File: src/rtl/rob_config.svh
`ifndef ROB_CONFIG_SVH
`define ROB_CONFIG_SVH

// number of ROB entries as a power of two
`define ROB_DEPTH 16

// dispatch width, commit width and payload bank count
`define ROB_LANES 2

// physical register number width
`define PREG_W 6

// exception code width where all ones means no exception
`define EXC_W 4

// writeback ports into the status array
`define ROB_WB_PORTS 2

`endif
File: src/rtl/rob_pkg.sv
`include "rob_config.svh"

package rob_pkg;

    typedef enum logic [`EXC_W-1:0] {
        EXC_ILLEGAL     = 2,
        EXC_LOAD_FAULT  = 5,
        EXC_STORE_FAULT = 7,
        EXC_ECALL       = 11,
        EXC_NONE        = '1
    } exc_code_e;

    typedef enum logic {
        RUN,
        FLUSH
    } rob_state_e;

    // wrap bit on top tells a full ROB from an empty one
    typedef struct packed {
        logic                             wrap;
        logic [$clog2(`ROB_DEPTH)-1:0]    num;
    } rob_idx_t;

    typedef struct packed {
        logic                we;
        logic [4:0]          vrd;
        logic [`PREG_W-1:0]  prd;
        logic [`PREG_W-1:0]  old_prd;
    } rob_entry_t;

    typedef struct packed {
        logic       valid;
        rob_entry_t entry;
    } dispatch_lane_t;

    typedef struct packed {
        logic      valid;
        rob_idx_t  rob_idx;
        exc_code_e code;
    } wb_port_t;

    // entry.we is already cleared for an excepting instruction
    typedef struct packed {
        logic       valid;
        rob_entry_t entry;
    } commit_lane_t;

    typedef struct packed {
        logic      valid;
        rob_idx_t  rob_idx;
        exc_code_e code;
    } exc_report_t;

endpackage

File: src/rtl/rob_top.sv
`timescale 1ns/100ps
`include "rob_config.svh"

module rob_top (
    input  logic                     clk,
    input  logic                     rst,
    input  rob_pkg::dispatch_lane_t  dispatch [`ROB_LANES],
    input  rob_pkg::wb_port_t        wb [`ROB_WB_PORTS],
    output logic                     dis_ready,
    output rob_pkg::rob_idx_t        dis_idx,
    output rob_pkg::commit_lane_t    commit [`ROB_LANES],
    output rob_pkg::exc_report_t     exc
);

    logic [`ROB_LANES-1:0]  dis_valid;
    rob_pkg::rob_entry_t    dis_entry [`ROB_LANES];
    logic [`ROB_LANES-1:0]  dis_we;
    rob_pkg::rob_idx_t      head;
    logic [`ROB_LANES-1:0]  win_done;
    rob_pkg::exc_code_e     win_code [`ROB_LANES];
    rob_pkg::rob_entry_t    win_entry [`ROB_LANES];
    logic [`ROB_LANES-1:0]  retire_mask;
    logic [`ROB_LANES-1:0]  exc_mask;
    rob_pkg::rob_idx_t      exc_idx;

    generate
        for (genvar i = 0; i < `ROB_LANES; i++) begin : g_dis
            assign dis_valid[i] = dispatch[i].valid;
            assign dis_entry[i] = dispatch[i].entry;
        end
    endgenerate

    rob_ctrl u_ctrl (
        .clk         (clk),
        .rst         (rst),
        .dis_valid   (dis_valid),
        .win_done    (win_done),
        .win_code    (win_code),
        .dis_ready   (dis_ready),
        .dis_idx     (dis_idx),
        .dis_we      (dis_we),
        .head        (head),
        .retire_mask (retire_mask),
        .exc_mask    (exc_mask),
        .exc_idx     (exc_idx)
    );

    rob_payload u_payload (
        .clk       (clk),
        .rst       (rst),
        .dis_entry (dis_entry),
        .we        (dis_we),
        .tail      (dis_idx),
        .head      (head),
        .win_entry (win_entry)
    );

    rob_status u_status (
        .clk      (clk),
        .rst      (rst),
        .wb       (wb),
        .clr_en   (dis_we),
        .tail     (dis_idx),
        .head     (head),
        .win_done (win_done),
        .win_code (win_code)
    );

    rob_commit_stage u_commit (
        .clk         (clk),
        .rst         (rst),
        .win_entry   (win_entry),
        .retire_mask (retire_mask),
        .exc_mask    (exc_mask),
        .win_code    (win_code),
        .exc_idx     (exc_idx),
        .commit      (commit),
        .exc         (exc)
    );

endmodule

File: src/rtl/rob_commit_stage.sv
`timescale 1ns/100ps
`include "rob_config.svh"

module rob_commit_stage (
    input  logic                   clk,
    input  logic                   rst,
    input  rob_pkg::rob_entry_t    win_entry [`ROB_LANES],
    input  logic [`ROB_LANES-1:0]  retire_mask,
    input  logic [`ROB_LANES-1:0]  exc_mask,
    input  rob_pkg::exc_code_e     win_code [`ROB_LANES],
    input  rob_pkg::rob_idx_t      exc_idx,
    output rob_pkg::commit_lane_t  commit [`ROB_LANES],
    output rob_pkg::exc_report_t   exc
);
    import rob_pkg::*;

    logic [`ROB_LANES-1:0] commit_vld;
    rob_entry_t            commit_ent [`ROB_LANES];
    logic                  exc_vld;
    rob_idx_t              exc_idx_q;
    exc_code_e             exc_code_q;
    exc_code_e             exc_code_sel;

    always_comb begin
        exc_code_sel = EXC_NONE;
        for (int i = 0; i < `ROB_LANES; i++) begin
            if (exc_mask[i]) begin
                exc_code_sel = win_code[i];
            end
        end
    end

    always_ff @(posedge clk or posedge rst) begin
        if (rst) begin
            commit_vld <= '0;
            exc_vld <= 1'b0;
        end else begin
            commit_vld <= retire_mask;
            exc_vld <= |exc_mask;
        end
    end

    always_ff @(posedge clk) begin
        for (int i = 0; i < `ROB_LANES; i++) begin
            commit_ent[i] <= win_entry[i];
            // the excepting instruction must not update the rename map
            commit_ent[i].we <= win_entry[i].we & ~exc_mask[i];
        end
        exc_idx_q <= exc_idx;
        exc_code_q <= exc_code_sel;
    end

    always_comb begin
        for (int i = 0; i < `ROB_LANES; i++) begin
            commit[i].valid = commit_vld[i];
            commit[i].entry = commit_ent[i];
        end
        exc.valid = exc_vld;
        exc.rob_idx = exc_idx_q;
        exc.code = exc_code_q;
    end

endmodule

File: src/rtl/rob_ctrl.sv
`timescale 1ns/100ps
`include "rob_config.svh"

module rob_ctrl (
    input  logic                  clk,
    input  logic                  rst,
    input  logic [`ROB_LANES-1:0] dis_valid,
    input  logic [`ROB_LANES-1:0] win_done,
    input  rob_pkg::exc_code_e    win_code [`ROB_LANES],
    output logic                  dis_ready,
    output rob_pkg::rob_idx_t     dis_idx,
    output logic [`ROB_LANES-1:0] dis_we,
    output rob_pkg::rob_idx_t     head,
    output logic [`ROB_LANES-1:0] retire_mask,
    output logic [`ROB_LANES-1:0] exc_mask,
    output rob_pkg::rob_idx_t     exc_idx
);
    import rob_pkg::*;

    localparam int CW = $clog2(`ROB_DEPTH) + 1;
    localparam int NW = $clog2(`ROB_LANES) + 1;
    localparam int IW = $bits(rob_idx_t);

    rob_state_e    state;
    rob_idx_t      tail;
    rob_idx_t      head_after_exc;
    logic [CW-1:0] valid_cnt;
    logic [CW-1:0] free_cnt;
    logic [NW-1:0] dis_num;
    logic [NW-1:0] ret_num;
    logic          exc_sel;

    // retire the done prefix of the window up to and including the first excepting lane
    always_comb begin : window_masks
        logic go;
        go = (state == RUN);
        exc_idx = head;
        ret_num = '0;
        for (int i = 0; i < `ROB_LANES; i++) begin
            retire_mask[i] = go && (valid_cnt > CW'(i)) && win_done[i];
            exc_mask[i] = retire_mask[i] && (win_code[i] != EXC_NONE);
            if (exc_mask[i]) begin
                exc_idx = rob_idx_t'(head + IW'(i));
            end
            ret_num = ret_num + NW'(retire_mask[i]);
            go = retire_mask[i] && !exc_mask[i];
        end
    end

    assign exc_sel = |exc_mask;
    assign head_after_exc = rob_idx_t'(exc_idx + IW'(1));
    assign free_cnt = CW'(`ROB_DEPTH) - valid_cnt;

    // dispatch of all lanes or none needs a full group of free slots
    assign dis_ready = (free_cnt >= CW'(`ROB_LANES)) && (state == RUN) && !exc_sel;
    assign dis_we = dis_valid & {`ROB_LANES{dis_ready}};
    assign dis_idx = tail;

    always_comb begin
        dis_num = '0;
        for (int i = 0; i < `ROB_LANES; i++) begin
            dis_num = dis_num + NW'(dis_we[i]);
        end
    end

    always_ff @(posedge clk or posedge rst) begin
        if (rst) begin
            state <= RUN;
            head <= '0;
            tail <= '0;
            valid_cnt <= '0;
        end else if (state == FLUSH) begin
            // drop everything younger than the excepting entry
            state <= RUN;
            tail <= head;
            valid_cnt <= '0;
        end else if (exc_sel) begin
            state <= FLUSH;
            head <= head_after_exc;
        end else begin
            head <= rob_idx_t'(head + IW'(ret_num));
            tail <= rob_idx_t'(tail + IW'(dis_num));
            valid_cnt <= valid_cnt + CW'(dis_num) - CW'(ret_num);
        end
    end

endmodule

File: src/rtl/rob_status.sv
`timescale 1ns/100ps
`include "rob_config.svh"

module rob_status (
    input  logic                  clk,
    input  logic                  rst,
    input  rob_pkg::wb_port_t     wb [`ROB_WB_PORTS],
    input  logic [`ROB_LANES-1:0] clr_en,
    input  rob_pkg::rob_idx_t     tail,
    input  rob_pkg::rob_idx_t     head,
    output logic [`ROB_LANES-1:0] win_done,
    output rob_pkg::exc_code_e    win_code [`ROB_LANES]
);
    import rob_pkg::*;

    localparam int PW = $clog2(`ROB_DEPTH);

    logic [`ROB_DEPTH-1:0] done;
    exc_code_e             code_mem [`ROB_DEPTH];

    always_ff @(posedge clk or posedge rst) begin
        if (rst) begin
            done <= '0;
        end else begin
            // new entries start not done
            for (int i = 0; i < `ROB_LANES; i++) begin
                if (clr_en[i]) begin
                    done[tail.num + PW'(i)] <= 1'b0;
                end
            end
            for (int p = 0; p < `ROB_WB_PORTS; p++) begin
                if (wb[p].valid) begin
                    done[wb[p].rob_idx.num] <= 1'b1;
                end
            end
        end
    end

    always_ff @(posedge clk) begin
        for (int p = 0; p < `ROB_WB_PORTS; p++) begin
            if (wb[p].valid) begin
                code_mem[wb[p].rob_idx.num] <= wb[p].code;
            end
        end
    end

    always_comb begin
        for (int i = 0; i < `ROB_LANES; i++) begin
            win_done[i] = done[head.num + PW'(i)];
            win_code[i] = code_mem[head.num + PW'(i)];
        end
    end

endmodule

File: src/rtl/rob_payload.sv
`timescale 1ns/100ps
`include "rob_config.svh"

module rob_payload (
    input  logic                clk,
    input  logic                rst,
    input  rob_pkg::rob_entry_t dis_entry [`ROB_LANES],
    input  logic [`ROB_LANES-1:0] we,
    input  rob_pkg::rob_idx_t   tail,
    input  rob_pkg::rob_idx_t   head,
    output rob_pkg::rob_entry_t win_entry [`ROB_LANES]
);
    import rob_pkg::*;

    localparam int BW = $clog2(`ROB_LANES);
    localparam int BD = `ROB_DEPTH / `ROB_LANES;
    localparam int RW = $clog2(BD);
    localparam int PW = $clog2(`ROB_DEPTH);

    logic [`ROB_LANES-1:0] bank_we;
    logic [RW-1:0]         bank_waddr [`ROB_LANES];
    logic [RW-1:0]         bank_raddr [`ROB_LANES];
    rob_entry_t            bank_wdata [`ROB_LANES];
    rob_entry_t            bank_rdata [`ROB_LANES];

    // bank b takes the lane whose slot tail+lane falls into it
    always_comb begin : write_rotate
        logic [BW-1:0] lane;
        logic [PW-1:0] pos;
        for (int b = 0; b < `ROB_LANES; b++) begin
            lane = BW'(b) - tail.num[BW-1:0];
            pos = tail.num + PW'(lane);
            // no writes while the pointers are held in reset
            bank_we[b] = ~rst & we[lane];
            bank_waddr[b] = pos[PW-1:BW];
            bank_wdata[b] = dis_entry[lane];
        end
    end

    always_comb begin : read_rotate
        logic [BW-1:0] lane;
        logic [PW-1:0] pos;
        logic [BW-1:0] bank;
        for (int b = 0; b < `ROB_LANES; b++) begin
            lane = BW'(b) - head.num[BW-1:0];
            pos = head.num + PW'(lane);
            bank_raddr[b] = pos[PW-1:BW];
        end
        // and back again from banks to commit lanes
        for (int l = 0; l < `ROB_LANES; l++) begin
            bank = head.num[BW-1:0] + BW'(l);
            win_entry[l] = bank_rdata[bank];
        end
    end

    generate
        for (genvar b = 0; b < `ROB_LANES; b++) begin : g_bank
            rob_entry_t mem [BD];

            always_ff @(posedge clk) begin
                if (bank_we[b]) begin
                    mem[bank_waddr[b]] <= bank_wdata[b];
                end
            end

            assign bank_rdata[b] = mem[bank_raddr[b]];
        end
    endgenerate

endmodule

File: config.mk
export PLATFORM = sky130hd
export DESIGN_NAME = rob_top
export DESIGN_NICKNAME = d
export VERILOG_FILES = /design/src/rtl/rob_pkg.sv /design/src/rtl/rob_top.sv /design/src/rtl/rob_commit_stage.sv /design/src/rtl/rob_ctrl.sv /design/src/rtl/rob_status.sv /design/src/rtl/rob_payload.sv
export VERILOG_INCLUDE_DIRS = /design/src /design/src/rtl
export SDC_FILE = /design/constraint.sdc
export NUM_CORES = 1
export LEC_CHECK = 0
export ABC_AREA = 1
export BUFFER_PORTS_ARGS = -buffer_cell sky130_fd_sc_hd__buf_2
export CAP_MARGIN = 20
export CORE_MARGIN = 3
export CORE_UTILIZATION = 34
export DETAILED_ROUTE_END_ITERATION = 8
export HOLD_SLACK_MARGIN = 0.12
export PLACE_DENSITY = 0.56
export SLEW_MARGIN = 25
export SYNTH_ARGS = -nofsm -noshare
export SYNTH_HDL_FRONTEND = slang
export SYNTH_SLANG_ARGS = --single-unit
File: constraint.sdc
create_clock -name clk -period 4.11 [get_ports clk]
set_clock_uncertainty 0.1 [all_clocks]
set_input_delay 0.411 -clock clk [delete_from_list [all_inputs] [get_ports clk]]
set_output_delay 0.411 -clock clk [all_outputs]
set_load 0.1 [all_outputs]
Word level (Yosys, flattened, before mapping)
Memories as Yosys holds them, arrays and structs flattened.
Index checks and enable logic that the tools add are counted.
- add/sub/neg operators: 20
- multiply operators: 0
- divide/modulo/power cells: 0
- $lt $le $gt $ge: 19
- equal/unequal tests: 3
- shift-type cells: 0
- muxes and demuxes: 52
- bitwise gates (word level): 21
- reductions and logical operators: 16
- operator list (operator ; number):
    2-to-1 mux 18 bit ; 12
    2-to-1 mux 16 bit ; 4
    AND 16 bit ; 2
    NOT 16 bit ; 2
    OR 16 bit ; 2
    < comparator 4 x 5 -> 1 bit, second input constant ; 6
    2-to-1 mux 5 bit ; 6
    2-to-1 mux 1 bit ; 22
    adder 4 x 1 -> 4 bit ; 4
    demux 1 bit (select 4 bit) ; 4
    greater-or-equal comparator 4 x 1 -> 1 bit, second input constant ; 4
    adder 5 x 2 -> 5 bit ; 3
    logical AND 1 bit ; 13
    adder 5 x 1 -> 5 bit, second input constant ; 2
    greater-than comparator 5 x 1 -> 1 bit, second input constant ; 2
    adder 4 x 1 -> 4 bit, second input constant ; 2
    binary-select mux 1 bit (select 4 bit) ; 2
    greater-or-equal comparator 2 bit, second input constant ; 4
    2-to-1 mux 4 bit ; 2
    != test 4 bit, second input constant ; 2
    NOT 1 -> 2 bit ; 4
    greater-or-equal comparator 5 x 2 -> 1 bit, second input constant ; 1
    subtractor 5 x 2 -> 5 bit ; 1
    subtractor 5 bit, first input constant ; 1
    11 further kinds ; 24
- register bits after elaboration: 44
- bits in latches: 0
- RAM bits: 388
- ROM bits: 0
- output and inout port bits: 54
- logic and storage cells: 147
- memories: 4
- memory list (name ; words ; bits a word ; read ports ; clocked after memory_dff ; wr ports ; line ; source):
    u_payload.g_bank[0].mem ; 8 ; 18 ; 1 ; 0 ; 1 ; rob_payload.sv:58 ; rob_entry_t mem [BD];
    u_payload.g_bank[1].mem ; 8 ; 18 ; 1 ; 0 ; 1 ; rob_payload.sv:58 ;
    u_status.code_mem ; 16 ; 4 ; 2 ; 0 ; 2 ; rob_status.sv:19 ; exc_code_e code_mem [`ROB_DEPTH];
    u_commit.commit_ent ; 2 ; 18 ; 2 ; 0 ; 2 ; rob_commit_stage.sv:18 ; rob_entry_t commit_ent [`ROB_LANES];

Longest topological paths before layout
- depth after elaboration: 20
- gate-level depth with buffers: 25
- depth with buffers taken out: 23

By module
Synthesis repeated with hierarchy kept, for this count alone.
- cells, all modules: 2423
- area, all modules: 21375.5 um2
- modules (own cells, without submodules) (module ; instances ; cells each ; area an instance (um2)):
    rob_payload ; 1 ; 1319 ; 13017.5
    rob_status ; 1 ; 821 ; 5597.9
    rob_ctrl ; 1 ; 207 ; 1672.9
    rob_commit_stage ; 1 ; 76 ; 1087.3

Least setup slack after synthesis
OpenSTA, ideal clock, no wires.
- path type: register to register
- start: reg u_ctrl.head[1] (netlist name)
- end: mem u_payload.g_bank[0].mem[2][0] in the netlist's numbering, enable pin
- setup time: 416 ps
- data arrival time: 3781 ps
- required time: 3594 ps
- setup slack: -187 ps
- cell stages (with the launch flop): 18
- buffers on the path: 1
- period minus slack after synthesis: 4297 ps
- cell sequence: dfrtp_1 -> ha_1 -> inv_1 -> clkbuf_1 -> o211ai_1 -> nand3_1 -> nand3_1 -> nand2_1 -> nand2_1 -> inv_2 -> nand2_2 -> nand3_4 -> nand2_4 -> nor2_8 -> nand2_4 -> a21oi_4 -> o21ai_4 -> nor3_1
- cells in the longest elaborated chain, start to end: 18
- elaborated cells between the ends (all ways): 24
- those cells by class: add/sub (1); eq/ne (2); mux (8); bitwise (2); reduce/logical (10); memory (1)
- RTL lines (element ; line ; source):
    branches (longest 9 deep; another with adder 4 x 1 -> 4 bit) ; -- ;
    OR reduction 2 bit (*) ; rob_ctrl.sv:50 ; assign exc_sel = |exc_mask;
    zero test 1 bit (*) ; rob_ctrl.sv:55 ; assign dis_ready = (free_cnt >= CW'(`ROB_LANES)) && (state == RUN) && !exc_sel;
    logical AND 1 bit (*) ; rob_ctrl.sv:55 ;
    net dis_ready ; rob_top.sv:9 ; output logic dis_ready,
    AND 2 bit (*) ; rob_ctrl.sv:56 ; assign dis_we = dis_valid & {`ROB_LANES{dis_ready}};
    2-to-1 mux 1 bit (implied by the code) (*) (2 in a row) ; rob_payload.sv:34 ; bank_we[b] = ~rst & we[lane];
    AND 1 bit (*) ; rob_payload.sv:34 ;
    2-to-1 mux 1 bit (*) ; rob_payload.sv:61 ; if (bank_we[b]) begin
    2-to-1 mux 1 bit (implied by the code) (*) ; rob_payload.sv:62 ; mem[bank_waddr[b]] <= bank_wdata[b];
    end, declared ; rob_payload.sv:58 ;
Mark *: on every way through the listed nets, which the timed path passes. The select of a mux whose other input is x is not followed.

Worst setup path in the final report
- start: reg u_ctrl.head[0] (netlist name)
- end: reg u_ctrl.valid_cnt[3]
- cells in the longest elaborated chain, start to end: 18
- elaborated cells between the ends (all ways): 26
- those cells by class: add/sub (5); eq/ne (3); mux (6); bitwise (1); reduce/logical (10); memory (1)
- RTL lines (element ; line ; source):
    branches (longest 18 deep; another with adder 5 x 2 -> 5 bit) ; -- ;
    end signal, assigned ; rob_ctrl.sv:83 ; valid_cnt <= valid_cnt + CW'(dis_num) - CW'(ret_num);
    end, declared ; rob_ctrl.sv:27 ; logic [CW-1:0] valid_cnt;
Several ways; the timed one is not identified. The select of a mux whose other input is x is not followed.
A chain may end at the register's enable or synchronous reset.

==> results.toml <==
[clock_network]
cts.path.max_buffers = 3
clock-root-buffer = "clkbuf_16"
cts_tree = "yes"
cts-buffers-inserted = 45
h-tree-depth = 2
insertion_delay_ps = 600
cts_sinks = 432
clk_pin_slew_worst_paths_ps = 60

[routing]
first_iter_violations = 1450
topRoutingLayerUsed = "met5"
routed_wl_um = 57900
wire_per_inst_um = 19.2
met1_length_um = 25400
vias = 15500
route.met3.wl_um = 3990
drc_errors = 0
vias_per_cell = 5.13
ant_nets = 0
dr.pass1.iters = 6
met2RoutedLength_um = 26800

[pwr]
p_comb_share_pct = 52.1
seqPwrFrac_pct = 28.9
swShare_pct = 46.3
p_leak_nw = 9.37
p_int_mw = 11.5
power-per-cell-area_nw_per_um2 = 896
p_switching_mw = 9.93
total_power_mw = 21.4
clockPowerShare_pct = 19.0
ir_drop_mv = 0.865

[floorplanning]
ios = 114
die-width_um = 250
core_um2 = 58200
die_h_um = 250
fp-row-count = 88
dieArea_um2 = 62300
start_util_pct = 34.7

[setup_path]
crit_required_ps = 4490
arrival_ps = 4530
reg2reg_depth = 24
worstSetupPathType = "reg2reg"
cp-end-kind = "flip-flop"
rr_startpoint = "u_ctrl.head[0]"
r2r-end = "u_ctrl.valid_cnt[3]"
r2r_slack_ps = -40
critPathMaxFanout = 5
cp-start-kind = "flip-flop"

[synthesis]
yosysUniqueCellTypes = 51
synthArstFlopShare_pct = 8.10
post-synth-top-count-cell = "nand2_1"
synth_edf_count = 352
ys_warn_count = 0
syn_nets = 2154
ys_top_cells_by_area = "edfxtp_1, nand2_1, o21ai_0"
synth_commonest_cells = "nand2_1, edfxtp_1, o21ai_0, inv_1, nor2_1"
yosysTopAreaCell = "edfxtp_1"
synth_flop_cell = "edfxtp_1"
syn-instance-count = 2066
syn_avg_cell_area_um2 = 9.77
netlist_area_um2 = 20200
seq_area_frac_synth_pct = 61.1
ys_ff_latch = 432
yosysTopAreaCellShare_pct = 52.3

[cells_and_area]
area_growth_pct = 18.6
fin_util_pct = 41.1
fillers = 5567
drive_gt1_share_pct = 16.3
seqCellArea_um2 = 12400
final_nets = 2298
multiInputGateArea_um2 = 6720

[sta]
slew_headroom_pct = 30.5
worst_slack_ps = -40.5
fin_crit_ps = 4150
min_period_over_period_pct = 101
hold_viol_final = 0
drv_slew = 0
worst-slew-pin-transition_ps = 1030
fmax_ghz = 0.241
fin_tns_setup_ps = -40.5
grt_setup_unrepaired = "true"
finalSetupViolations = 1

[outcome]
status = "complete, but fails checks"
violations = "setup timing"

[job]
max_cap_viol_count = 0

[global_route]
grt_max_degree = 74
grt_usage_pct = 17.7
grt_overflow = 0
grt_pass1_wl_um = 86200
antenna_found_initial = 6
grt_pass1_vias = 14700

[worst_hold_path]
hold-path-cell-count = 4
hold_class = "in2reg"
min_from = "wb[14]"
hold_end = "u_status.done[12]"

[place]
numPortBuffers = 111
dp_worst_setup_slack_ps = -52.2
dp_hpwl_um = 37400
gp_congestion = 0.841
## timing repair
item	4_1_cts	5_1_grt
buffers inserted	0	14
hold endpoints to repair	35	0
cloned	0	8
pin swaps	0	26
gates resized for setup	4	25
setup endpoints to repair	2	4
hold buffers	1	0
## sequential cells by signal, indices dropped and copies added (netlist names)
name                  flops
u_commit.commit_vld       2
u_ctrl.dis_idx            5
u_status.code_mem        64
u_commit.exc              5
u_ctrl.head               5
u_ctrl.state              1
u_commit.exc_vld          1
u_payload.g_bank.mem    288
u_status.done            16
u_commit.commit_ent      36
u_commit.exc_code_q       4
u_ctrl.valid_cnt          5
## worst max-delay path by stage
| stage | start | to | slack [ps] |
|---|---|---|---|
| floorplan | u_ctrl.head[1] | u_payload.g_bank[0].mem[2][0] | -190 |
| global placement | u_ctrl.head[0] | u_ctrl.valid_cnt[4] | 0.4 |
| detailed placement | u_ctrl.head[0] | u_ctrl.valid_cnt[4] | -50 |
| CTS | u_ctrl.head[0] | u_ctrl.valid_cnt[4] | 20 |
| global route | u_ctrl.head[0] | u_ctrl.valid_cnt[3] | -150 |
| finish | u_ctrl.head[0] | u_ctrl.valid_cnt[3] | -40 |
## layout by cell type (no fill, tap or decap), drive strengths merged, types with 4 or more instances in the layout
master,instances
dfrtp,35
ha,24
nor2,189
o21ai,302
nand2,461
fa,4
a21oi,49
xor2,12
o221ai,25
xnor2,5
clkinv,16
clkbuf,69
nor3,21
nand3,138
o22ai,22
o31ai,7
nand4,6
a31oi,5
o211ai,16
edfxtp,352
buf,209
o21a,11
dfxtp,45
inv,203
## area by class of cell
cell class | instances | share of cell area [%]
clock inverter | 21 | 0.815
multi-input combinational | 1313 | 28.1
clock buffer | 63 | 5.40
tap | 765 | 4.00
inverter | 202 | 3.25
timing repair buffer | 216 | 6.84
sequential | 432 | 51.6
antenna | 3 | 0.0314
## layer usage
layer,global-route usage [%],up-vias
met3,3.56,119
met5,0,-
li1,-,7353
met4,5.40,2
met1,24.1,7456
met2,28.5,529
## cell families after synthesis
family | Yosys count | share of synthesized area [%]
simple gates | 820 | 17.0
compound gates | 448 | 12.6
flops | 432 | 61.1
buf+inv | 321 | 6.51
fa+ha+maj | 28 | 1.88
xor+xnor | 17 | 0.886
## power groups by stage
stage / Sequential (mW) / Combinational, mW / Clock, mW
global placement: 6.28 / 10.3 / 0
finish: 6.20 / 11.2 / 4.07
global route: 6.27 / 12.1 / 4.32
CTS: 6.21 / 10.5 / 4.14
detailed placement: 6.30 / 10.5 / 0
floorplan: 7.95 / 5.55 / 0
## critical path: stages (launching register included)
cell and delay (ps):
dfrtp_4 520, ha_4 330, clkinvlp_4 230, clkbuf_16 250, o211ai_1 90, nand3_1 90
nand3_1 110, nand2_1 100, nand2_1 90, inv_2 50, nand2_4 90, nand3_4 80
nand2_4 120, nor2_8 60, nand2_4 80, inv_4 40, ha_4 160, fa_1 500
buf_6 140, ha_4 250, nand2_2 50, nor2_2 120, a211oi_2 60, xor2_1 160
o31ai_1 190
## metrics by stage
step,instances,instance area (um2),hold slack (ps)
floorplan,2066,20200,352
global placement,2905,22000,370
detailed placement,2905,22000,370
CTS,2990,23500,179
global route,3015,23900,204
finish,3015,23900,217
Power figures use the tool's default switching activity.
